**src/jvm_defines.svh**
```systemverilog
`ifndef JVM_DEFINES_SVH
`define JVM_DEFINES_SVH

// Operand stack word width
`define JVM_DATA_W 32

// Operand stack entries
`define JVM_STACK_DEPTH 16

// Local variable slots
`define JVM_NUM_LOCALS 16

// Depth counter holds 0 through JVM_STACK_DEPTH
`define JVM_DEPTH_W ($clog2(`JVM_STACK_DEPTH) + 1)

// Local variable index
`define JVM_LIDX_W $clog2(`JVM_NUM_LOCALS)

`endif

```
**src/jvm_isa_pkg.sv**
```systemverilog
package jvm_isa_pkg;

    // Constant pushes
    localparam logic [7:0] OP_NOP       = 8'h00;
    localparam logic [7:0] OP_ICONST_M1 = 8'h02;
    localparam logic [7:0] OP_ICONST_0  = 8'h03;
    localparam logic [7:0] OP_ICONST_5  = 8'h08;
    localparam logic [7:0] OP_BIPUSH    = 8'h10;
    localparam logic [7:0] OP_SIPUSH    = 8'h11;
    localparam logic [7:0] OP_LDC       = 8'h12;

    // Loads and stores
    localparam logic [7:0] OP_ILOAD     = 8'h15;
    localparam logic [7:0] OP_ALOAD     = 8'h19;
    localparam logic [7:0] OP_ILOAD_0   = 8'h1a;
    localparam logic [7:0] OP_ILOAD_3   = 8'h1d;
    localparam logic [7:0] OP_IALOAD    = 8'h2e;
    localparam logic [7:0] OP_BALOAD    = 8'h33;
    localparam logic [7:0] OP_ISTORE    = 8'h36;
    localparam logic [7:0] OP_ASTORE    = 8'h3a;
    localparam logic [7:0] OP_ISTORE_0  = 8'h3b;
    localparam logic [7:0] OP_ISTORE_3  = 8'h3e;
    localparam logic [7:0] OP_IASTORE   = 8'h4f;
    localparam logic [7:0] OP_BASTORE   = 8'h54;

    // Stack
    localparam logic [7:0] OP_POP       = 8'h57;
    localparam logic [7:0] OP_DUP       = 8'h59;

    // Integer ALU
    localparam logic [7:0] OP_IADD      = 8'h60;
    localparam logic [7:0] OP_ISUB      = 8'h64;
    localparam logic [7:0] OP_IMUL      = 8'h68;
    localparam logic [7:0] OP_IDIV      = 8'h6c;
    localparam logic [7:0] OP_IREM      = 8'h70;
    localparam logic [7:0] OP_INEG      = 8'h74;
    localparam logic [7:0] OP_ISHL      = 8'h78;
    localparam logic [7:0] OP_ISHR      = 8'h7a;
    localparam logic [7:0] OP_IAND      = 8'h7e;
    localparam logic [7:0] OP_IOR       = 8'h80;
    localparam logic [7:0] OP_IXOR      = 8'h82;
    localparam logic [7:0] OP_IINC      = 8'h84;

    // Branches and returns
    localparam logic [7:0] OP_IFEQ      = 8'h99;
    localparam logic [7:0] OP_IFLE      = 8'h9e;
    localparam logic [7:0] OP_IF_ICMPEQ = 8'h9f;
    localparam logic [7:0] OP_IF_ICMPLE = 8'ha4;
    localparam logic [7:0] OP_GOTO      = 8'ha7;
    localparam logic [7:0] OP_IRETURN   = 8'hac;
    localparam logic [7:0] OP_ARETURN   = 8'hb0;
    localparam logic [7:0] OP_RETURN    = 8'hb1;

    // Same order as the opcode offsets within each branch group
    typedef enum logic [2:0] {
        CMP_EQ,
        CMP_NE,
        CMP_LT,
        CMP_GE,
        CMP_GT,
        CMP_LE
    } cmp_code_t;

    typedef struct packed {
        logic [7:0]        idx;
        logic signed [7:0] cst;
    } jvm_loc_arg_t;

    // Argument bytes as one immediate or as index plus constant
    typedef union packed {
        logic signed [15:0] imm;
        jvm_loc_arg_t       loc;
    } jvm_arg_u;

    typedef struct packed {
        logic [7:0] opcode;
        jvm_arg_u   arg;
    } jvm_instr_t;

endpackage

```
**src/jvm_core_pkg.sv**
```systemverilog
`include "jvm_defines.svh"

package jvm_core_pkg;

    typedef enum logic [3:0] {
        ALU_ADD  = 4'd0,
        ALU_SUB  = 4'd1,
        ALU_MUL  = 4'd2,
        ALU_NEG  = 4'd3,
        ALU_SHL  = 4'd4,
        ALU_SHR  = 4'd5,
        ALU_AND  = 4'd6,
        ALU_OR   = 4'd7,
        ALU_XOR  = 4'd8,
        ALU_PASS = 4'd9
    } alu_op_t;

    typedef struct packed {
        logic [1:0]                stack_args;
        logic                      stack_wb;
        logic                      const_push;
        logic [`JVM_DATA_W-1:0]    const_val;
        logic                      arg_push;
        logic                      is_alu;
        alu_op_t                   alu_op;
        logic                      is_cmp;
        logic                      cmp_two;
        jvm_isa_pkg::cmp_code_t    cmp_code;
        logic                      is_goto;
        logic                      local_rd;
        logic                      local_wr;
        logic                      local_inc;
        logic [`JVM_LIDX_W-1:0]    local_idx;
        logic                      illegal;
    } jvm_ctrl_t;

    typedef struct packed {
        logic [`JVM_DATA_W-1:0]  tos;
        logic [`JVM_DEPTH_W-1:0] depth;
        logic                    br_taken;
        logic signed [15:0]      br_offset;
        logic                    fault_under;
        logic                    fault_over;
        logic                    fault_illegal;
    } jvm_result_t;

endpackage

```
**src/jvm_decoder.sv**
```systemverilog
`include "jvm_defines.svh"
`timescale 1ns/10ps

module jvm_decoder (
    input  jvm_isa_pkg::jvm_instr_t instr,
    output jvm_core_pkg::jvm_ctrl_t ctrl
);
    import jvm_isa_pkg::*;
    import jvm_core_pkg::*;

    localparam int DW   = `JVM_DATA_W;
    localparam int LW   = `JVM_LIDX_W;
    localparam int NLOC = `JVM_NUM_LOCALS;

    logic idx_bad;
    logic unsupported;

    // Index byte past the local file
    assign idx_bad = instr.arg.loc.idx >= 8'(NLOC);

    // Known opcodes with no hardware behind them
    assign unsupported = instr.opcode inside {OP_LDC, OP_ALOAD, OP_IALOAD, OP_BALOAD,
                                              OP_ASTORE, OP_IASTORE, OP_BASTORE,
                                              OP_IDIV, OP_IREM,
                                              OP_IRETURN, OP_ARETURN, OP_RETURN};

    always_comb begin
        ctrl = '0;
        ctrl.alu_op = ALU_PASS;
        ctrl.cmp_code = CMP_EQ;
        casez (instr.opcode)
            8'h0?: begin
                if (instr.opcode inside {[OP_ICONST_M1:OP_ICONST_5]}) begin
                    ctrl.stack_wb = 1'b1;
                    ctrl.const_push = 1'b1;
                    ctrl.const_val = DW'($signed(instr.opcode - OP_ICONST_0));
                end else if (instr.opcode != OP_NOP) begin
                    ctrl.illegal = 1'b1;
                end
            end
            8'h1?: begin
                if (instr.opcode inside {[OP_ILOAD_0:OP_ILOAD_3]}) begin
                    ctrl.stack_wb = 1'b1;
                    ctrl.local_rd = 1'b1;
                    ctrl.local_idx = LW'(instr.opcode - OP_ILOAD_0);
                end else begin
                    case (instr.opcode)
                        OP_BIPUSH: begin
                            // Single argument byte sits in the low half
                            ctrl.stack_wb = 1'b1;
                            ctrl.arg_push = 1'b1;
                            ctrl.const_val = DW'($signed(instr.arg.imm[7:0]));
                        end
                        OP_SIPUSH: begin
                            ctrl.stack_wb = 1'b1;
                            ctrl.arg_push = 1'b1;
                            ctrl.const_val = DW'(instr.arg.imm);
                        end
                        OP_ILOAD: begin
                            ctrl.stack_wb = 1'b1;
                            ctrl.local_rd = 1'b1;
                            ctrl.local_idx = LW'(instr.arg.loc.idx);
                            ctrl.illegal = idx_bad;
                        end
                        default: ctrl.illegal = 1'b1;
                    endcase
                end
            end
            8'h3?: begin
                if (instr.opcode inside {[OP_ISTORE_0:OP_ISTORE_3]}) begin
                    ctrl.stack_args = 2'd1;
                    ctrl.local_wr = 1'b1;
                    ctrl.local_idx = LW'(instr.opcode - OP_ISTORE_0);
                end else if (instr.opcode == OP_ISTORE) begin
                    ctrl.stack_args = 2'd1;
                    ctrl.local_wr = 1'b1;
                    ctrl.local_idx = LW'(instr.arg.loc.idx);
                    ctrl.illegal = idx_bad;
                end else begin
                    ctrl.illegal = 1'b1;
                end
            end
            8'h5?: begin
                case (instr.opcode)
                    OP_POP: ctrl.stack_args = 2'd1;
                    OP_DUP: begin
                        // Copies the top word, nothing popped
                        ctrl.stack_wb = 1'b1;
                        ctrl.is_alu = 1'b1;
                        ctrl.alu_op = ALU_PASS;
                    end
                    default: ctrl.illegal = 1'b1;
                endcase
            end
            8'h6?: begin
                // IADD, ISUB, IMUL from bits 3:2
                if (instr.opcode[1:0] == 2'b00 && !unsupported) begin
                    ctrl.stack_args = 2'd2;
                    ctrl.stack_wb = 1'b1;
                    ctrl.is_alu = 1'b1;
                    ctrl.alu_op = alu_op_t'({2'b00, instr.opcode[3:2]});
                end else begin
                    ctrl.illegal = 1'b1;
                end
            end
            8'h7?: begin
                ctrl.stack_args = 2'd2;
                ctrl.stack_wb = 1'b1;
                ctrl.is_alu = 1'b1;
                case (instr.opcode)
                    OP_INEG: begin
                        ctrl.stack_args = 2'd1;
                        ctrl.alu_op = ALU_NEG;
                    end
                    OP_ISHL: ctrl.alu_op = ALU_SHL;
                    OP_ISHR: ctrl.alu_op = ALU_SHR;
                    OP_IAND: ctrl.alu_op = ALU_AND;
                    default: begin
                        ctrl = '0;
                        ctrl.illegal = 1'b1;
                    end
                endcase
            end
            8'b10??????: begin
                if (instr.opcode inside {[OP_IFEQ:OP_IFLE]}) begin
                    ctrl.is_cmp = 1'b1;
                    ctrl.stack_args = 2'd1;
                    ctrl.cmp_code = cmp_code_t'(3'(instr.opcode - OP_IFEQ));
                end else if (instr.opcode inside {[OP_IF_ICMPEQ:OP_IF_ICMPLE]}) begin
                    ctrl.is_cmp = 1'b1;
                    ctrl.cmp_two = 1'b1;
                    ctrl.stack_args = 2'd2;
                    ctrl.cmp_code = cmp_code_t'(3'(instr.opcode - OP_IF_ICMPEQ));
                end else begin
                    // IOR, IXOR and IINC share the 10 prefix
                    case (instr.opcode)
                        OP_IOR, OP_IXOR: begin
                            ctrl.stack_args = 2'd2;
                            ctrl.stack_wb = 1'b1;
                            ctrl.is_alu = 1'b1;
                            ctrl.alu_op = instr.opcode[1] ? ALU_XOR : ALU_OR;
                        end
                        OP_IINC: begin
                            ctrl.local_inc = 1'b1;
                            ctrl.local_idx = LW'(instr.arg.loc.idx);
                            ctrl.const_val = DW'(instr.arg.loc.cst);
                            ctrl.illegal = idx_bad;
                        end
                        OP_GOTO: ctrl.is_goto = 1'b1;
                        default: ctrl.illegal = 1'b1;
                    endcase
                end
            end
            default: ctrl.illegal = 1'b1;
        endcase
    end

endmodule

```
**src/jvm_execute.sv**
```systemverilog
`include "jvm_defines.svh"
`timescale 1ns/10ps

module jvm_execute (
    input  logic                       clk,
    input  logic                       rst_n,
    input  logic                       valid,
    input  jvm_isa_pkg::jvm_instr_t    instr,
    input  jvm_core_pkg::jvm_ctrl_t    ctrl,
    output logic                       step_done,
    output jvm_core_pkg::jvm_result_t  step
);
    import jvm_isa_pkg::*;
    import jvm_core_pkg::*;

    localparam int DW    = `JVM_DATA_W;
    localparam int DEPTH = `JVM_STACK_DEPTH;
    localparam int NLOC  = `JVM_NUM_LOCALS;
    localparam int PW    = `JVM_DEPTH_W;
    localparam int SW    = PW - 1;
    localparam int XW    = PW + 1;

    logic [DW-1:0]        stack_mem [DEPTH];
    logic [DW-1:0]        locals [NLOC];
    logic [PW-1:0]        depth;
    logic [DW-1:0]        top;
    logic [DW-1:0]        second;
    logic [1:0]           need;
    logic [XW-1:0]        depth_pop;
    logic [XW-1:0]        depth_raw;
    logic [PW-1:0]        depth_nxt;
    logic                 under;
    logic                 over;
    logic                 fault;
    logic [DW-1:0]        alu_res;
    logic [DW-1:0]        new_val;
    logic [DW-1:0]        tos_nxt;
    logic signed [DW-1:0] cmp_l;
    logic signed [DW-1:0] cmp_r;
    logic                 cmp_hold;
    logic                 taken;

    // Top entry lives at depth-1
    assign top = stack_mem[SW'(depth - PW'(1))];
    assign second = stack_mem[SW'(depth - PW'(2))];

    // DUP and INEG read one word
    always_comb begin
        if (ctrl.is_alu) begin
            need = (ctrl.alu_op == ALU_NEG || ctrl.alu_op == ALU_PASS) ? 2'd1 : 2'd2;
        end else begin
            need = ctrl.stack_args;
        end
    end

    assign depth_pop = {1'b0, depth} - XW'(ctrl.stack_args);
    assign depth_raw = depth_pop + XW'(ctrl.stack_wb);
    assign under = depth < PW'(need);
    assign over = depth_raw > XW'(DEPTH);
    assign fault = under | over | ctrl.illegal;
    assign depth_nxt = fault ? depth : PW'(depth_raw);

    always_comb begin
        case (ctrl.alu_op)
            ALU_ADD: alu_res = second + top;
            ALU_SUB: alu_res = second - top;
            ALU_MUL: alu_res = second * top;
            ALU_NEG: alu_res = -top;
            ALU_SHL: alu_res = second << top[4:0];
            ALU_SHR: alu_res = $signed(second) >>> top[4:0];
            ALU_AND: alu_res = second & top;
            ALU_OR:  alu_res = second | top;
            ALU_XOR: alu_res = second ^ top;
            default: alu_res = top;
        endcase
    end

    // Second against top, or top against zero
    always_comb begin
        cmp_l = ctrl.cmp_two ? second : top;
        cmp_r = ctrl.cmp_two ? top : '0;
        case (ctrl.cmp_code)
            CMP_EQ:  cmp_hold = cmp_l == cmp_r;
            CMP_NE:  cmp_hold = cmp_l != cmp_r;
            CMP_LT:  cmp_hold = cmp_l < cmp_r;
            CMP_GE:  cmp_hold = cmp_l >= cmp_r;
            CMP_GT:  cmp_hold = cmp_l > cmp_r;
            CMP_LE:  cmp_hold = cmp_l <= cmp_r;
            default: cmp_hold = 1'b0;
        endcase
    end

    assign taken = !fault && ((ctrl.is_cmp && cmp_hold) || ctrl.is_goto);

    always_comb begin
        if (ctrl.const_push || ctrl.arg_push) begin
            new_val = ctrl.const_val;
        end else if (ctrl.local_rd) begin
            new_val = locals[ctrl.local_idx];
        end else begin
            new_val = alu_res;
        end
    end

    always_comb begin
        if (depth_nxt == '0) begin
            tos_nxt = '0;
        end else if (!fault && ctrl.stack_wb) begin
            tos_nxt = new_val;
        end else begin
            tos_nxt = stack_mem[SW'(depth_nxt - PW'(1))];
        end
    end

    always_ff @(posedge clk) begin
        if (valid && !fault && ctrl.stack_wb) begin
            stack_mem[SW'(depth_pop)] <= new_val;
        end
    end

    always_ff @(posedge clk) begin
        if (!rst_n) begin
            depth <= '0;
            step_done <= 1'b0;
            for (int i = 0; i < NLOC; i++) begin
                locals[i] <= '0;
            end
        end else begin
            step_done <= valid;
            if (valid && !fault) begin
                depth <= depth_nxt;
                if (ctrl.local_wr) begin
                    locals[ctrl.local_idx] <= top;
                end
                if (ctrl.local_inc) begin
                    locals[ctrl.local_idx] <= locals[ctrl.local_idx] + ctrl.const_val;
                end
            end
        end
    end

    // Raw fault bits, the result stage picks one
    always_ff @(posedge clk) begin
        if (valid) begin
            step.tos <= tos_nxt;
            step.depth <= depth_nxt;
            step.br_taken <= taken;
            step.br_offset <= (ctrl.is_cmp || ctrl.is_goto) ? instr.arg.imm : '0;
            step.fault_under <= under;
            step.fault_over <= over;
            step.fault_illegal <= ctrl.illegal;
        end
    end

endmodule

```
**src/jvm_result.sv**
```systemverilog
`timescale 1ns/10ps

module jvm_result (
    input  logic                       clk,
    input  logic                       rst_n,
    input  logic                       step_done,
    input  jvm_core_pkg::jvm_result_t  step,
    output logic                       out_valid,
    output jvm_core_pkg::jvm_result_t  out_result
);
    import jvm_core_pkg::*;

    jvm_result_t summary;

    // Illegal wins, then underflow, then overflow
    always_comb begin
        summary = step;
        summary.fault_under = step.fault_under & ~step.fault_illegal;
        summary.fault_over = step.fault_over & ~step.fault_under & ~step.fault_illegal;
    end

    always_ff @(posedge clk) begin
        if (!rst_n) begin
            out_valid <= 1'b0;
        end else begin
            out_valid <= step_done;
        end
    end

    // Holds the last outcome between strobes
    always_ff @(posedge clk) begin
        if (step_done) begin
            out_result <= summary;
        end
    end

endmodule

```
**src/jvm_core.sv**
```systemverilog
`timescale 1ns/10ps

module jvm_core (
    input  logic                       clk,
    input  logic                       rst_n,
    input  logic                       in_valid,
    input  jvm_isa_pkg::jvm_instr_t    in_instr,
    output logic                       out_valid,
    output jvm_core_pkg::jvm_result_t  out_result
);
    import jvm_core_pkg::*;

    jvm_ctrl_t   ctrl;
    logic        step_done;
    jvm_result_t step;

    // Decode in the strobe cycle
    jvm_decoder u_decoder (
        .instr (in_instr),
        .ctrl  (ctrl)
    );

    jvm_execute u_execute (
        .clk       (clk),
        .rst_n     (rst_n),
        .valid     (in_valid),
        .instr     (in_instr),
        .ctrl      (ctrl),
        .step_done (step_done),
        .step      (step)
    );

    jvm_result u_result (
        .clk        (clk),
        .rst_n      (rst_n),
        .step_done  (step_done),
        .step       (step),
        .out_valid  (out_valid),
        .out_result (out_result)
    );

endmodule

```
**config.mk**
```make
export PLATFORM = sky130hd
export DESIGN_NAME = jvm_core
export DESIGN_NICKNAME = d
export VERILOG_FILES = /design/src/jvm_isa_pkg.sv /design/src/jvm_core_pkg.sv /design/src/jvm_decoder.sv /design/src/jvm_execute.sv /design/src/jvm_result.sv /design/src/jvm_core.sv
export VERILOG_INCLUDE_DIRS = /design/src
export SDC_FILE = /design/constraint.sdc
export NUM_CORES = 2
export LEC_CHECK = 0
export BUFFER_PORTS_ARGS = -buffer_cell sky130_fd_sc_hd__buf_4
export CELL_PAD_IN_SITES_DETAIL_PLACEMENT = 1
export CELL_PAD_IN_SITES_GLOBAL_PLACEMENT = 2
export CORE_UTILIZATION = 41
export DETAILED_ROUTE_END_ITERATION = 10
export GPL_ROUTABILITY_DRIVEN = 0
export PLACE_DENSITY_LB_ADDON = 0.1
export SLEW_MARGIN = 20
export SYNTH_ARGS = -nofsm -noshare
export SYNTH_HDL_FRONTEND = slang
export SYNTH_HIERARCHICAL = 1
export SYNTH_SLANG_ARGS = --single-unit
```
**constraint.sdc**
```tcl
create_clock -name clk -period 11.5 [get_ports clk]
set_input_delay 0.575 -clock clk [delete_from_list [all_inputs] [get_ports clk]]
set_output_delay 0.575 -clock clk [all_outputs]
set_load 0.01 [all_outputs]
```
==> impl_metrics.ini <==
[run]
max_cap_viol_count = 0

[timing]
timing.final.ws_setup_ns = 0.4584
slew_headroom_pct = 22.27
fmax_ghz = 0.09057
setup-tns-final_ns = 0
fin_crit_ns = 11.04
tightestPinTransition_ns = 1.162
finalHoldViolCount = 0
setup_viol = 0
skew_ns = 0.04217
rsz0062_at_grt = false
period_share_pct = 96.01
drv_slew = 0

[clock_network]
hold_buffers = 0
post_cts_buffers = 0
cts_tree = yes
insertion_delay_ns = 0.81
cts_num_sinks = 1145
cts_resized = 0
clkTransAtPathRegs_ns = 0.07
cts-root-buf = clkbuf_16
clock_path_buffers = 3
htreeDepth = 4
cts_buffers = 135

[place]
dp_cells = 9384
hpwl_um = 235400
place_ws_ns = 0.4425
port_buffers = 84

[routing]
via_count = 60502
dr.first_iter.drc_count = 6510
drc = 0
detail-route-antenna-nets = 0
viasPerCell = 6.283
drt-total-wl_um = 336200
detail_route.wl_per_cell_um = 34.91
dr.pass1.iters = 6

[die]
die-area_um2 = 202800
die_y_um = 450.4
core_um2 = 199700
rows = 164
die_w_um = 450.4
initial_utilization_pct = 41.28
ioPinCount = 85

[global_route]
grt_first_pass_wirelength_um = 475900
grt_overflow_total = 0
grt_max_degree = 89
antenna_found_initial = 12
grt.total_usage_pct = 33.02
grt_pass1_vias = 62520

[finish]
layout_commonest_cell = edfxtp_1
area_growth_pct = 11.33
layout.nets = 7605
layout_common_cells = edfxtp_1 (1,138), nor2_1 (1,041), mux4_2 (562), nand2_1 (497), inv_1 (476)
instances_no_fill = 9629
drive_gt1_share_pct = 20.36

[critical_path]
worst-setup-path-type = flop to flop
critPathCaptureType = flop
crit_top_cell = fa_1
cp_slowest_cell = a211oi_1
path_max_fanout = 46
start_kind = flop
slowest_delay_ns = 0.70
critical_path_arrival_ns = 11.58
required_ns = 12.03

[synthesis]
synthFlopType = edfxtp_1
synth-async-reset-ratio_pct = 0
synth.avg_cell_area_um2 = 12.14
ys_ff_latch = 1145
ys_seq_area_share_pct = 41.63
netlist_instances = 6791
syn_nets = 7530
mappedNetlistArea_um2 = 82420
yosysWarnings = 6
synth_cell_type_count = 102
synth_edf_count = 1138

[worst_hold_path]
min_path_type = primary input to flop

[run_status]
status = completed
[cells by family after synthesis]
family	share of synthesized area, %
mux	19.69
flops	41.63
buf+inv	5.216
compound gates	7.454
simple gates	9.574
xor+xnor	1.872
fa+ha+maj	14.56
[final timing paths]
| path | from | to | slack, ns | cells past startpoint |
|---|---|---|---|---|
| hold / removal | in_instr[9] | u_execute/step[12] | 0.11 | 2 |
| setup reg to reg | u_execute/depth[1] | u_execute/stack_mem[7][19] | 0.46 | 32 |
| setup / recovery | u_execute/depth[1] | u_execute/stack_mem[7][19] | 0.46 | 32 |
| hold reg to reg | u_execute/step[37] | u_result/out_result[37] | 0.42 | 0 |
[worst max-delay path: cells and delay by family, from the launching register on]
family                     cells  cell delay [ns]
buffers and inverters          8             2.30
DFF                            1             0.37
and+or+nand+nor                2             0.16
muxes                          3             0.99
AOI/OAI and AO/OA              9             2.63
adders and majority gates      9             3.86
xor gates and xnor gates       1             0.24
[layer usage]
| layer | vias up | part of all wire, % | track usage [%] |
|---|---|---|---|
| met5 | - | 0.014 | 0 |
| met4 | 8 | 3.8 | 11.77 |
| li1 | 24835 | - | - |
| met3 | 518 | 7.0 | 4.909 |
| met1 | 32460 | 42 | 45.04 |
| met2 | 2681 | 48 | 53.60 |
[cells in the mapped netlist, types with 84 or more instances]
| cell type | instances | share of area (%) |
|---|---|---|
| edfxtp_1 | 1138 | 41 |
| nor2_1 | 1061 | 4.8 |
| mux4_2 | 562 | 15 |
| nand2_1 | 526 | 2.4 |
| inv_1 | 476 | 2.2 |
| fa_1 | 412 | 10 |
| ha_1 | 300 | 4.6 |
| clkbuf_1 | 262 | 1.2 |
| mux2i_1 | 257 | 3.1 |
| a21oi_1 | 247 | 1.5 |
| o21ai_0 | 246 | 1.5 |
| xnor2_1 | 121 | 1.3 |
| buf_2 | 100 | 0.61 |
| a21o_1 | 90 | 0.82 |
| mux2_2 | 84 | 1.1 |
[stage by stage]
stage / hold WS (ns) / util, % / instance area, um^2
final: 0.1147 / 45.96 / 91760
after global routing: 0.09679 / 45.95 / 91750
after floorplan: 0.4003 / - / 82420
after CTS: 0.05648 / 45.95 / 91730
after detailed placement: 0.4056 / 43.83 / 87520
after global placement: 0.4008 / 43.80 / 87450
[state kept, by name (all words and copies together), names as in the netlist]
signal and flops:
u_execute/depth 5, u_execute/locals 512, u_execute/stack_mem 512, u_execute/step 57
u_execute/step_done 1, u_result/out_result 57, u_result/out_valid 1
[cell type report]
type	count	area, um^2
fill	20654	107900
multi-input combinational	4647	44370
sequential	1145	34320
timing repair buffer	444	3662
clock buffer	169	3612
tap	2656	3323
inverter	493	1852
clock inverter	70	605.6
antenna	5	12.51
Power is left out: the tool's default activity adds up to more than one toggle a clock period on the data nets, which glitch-free logic cannot reach.
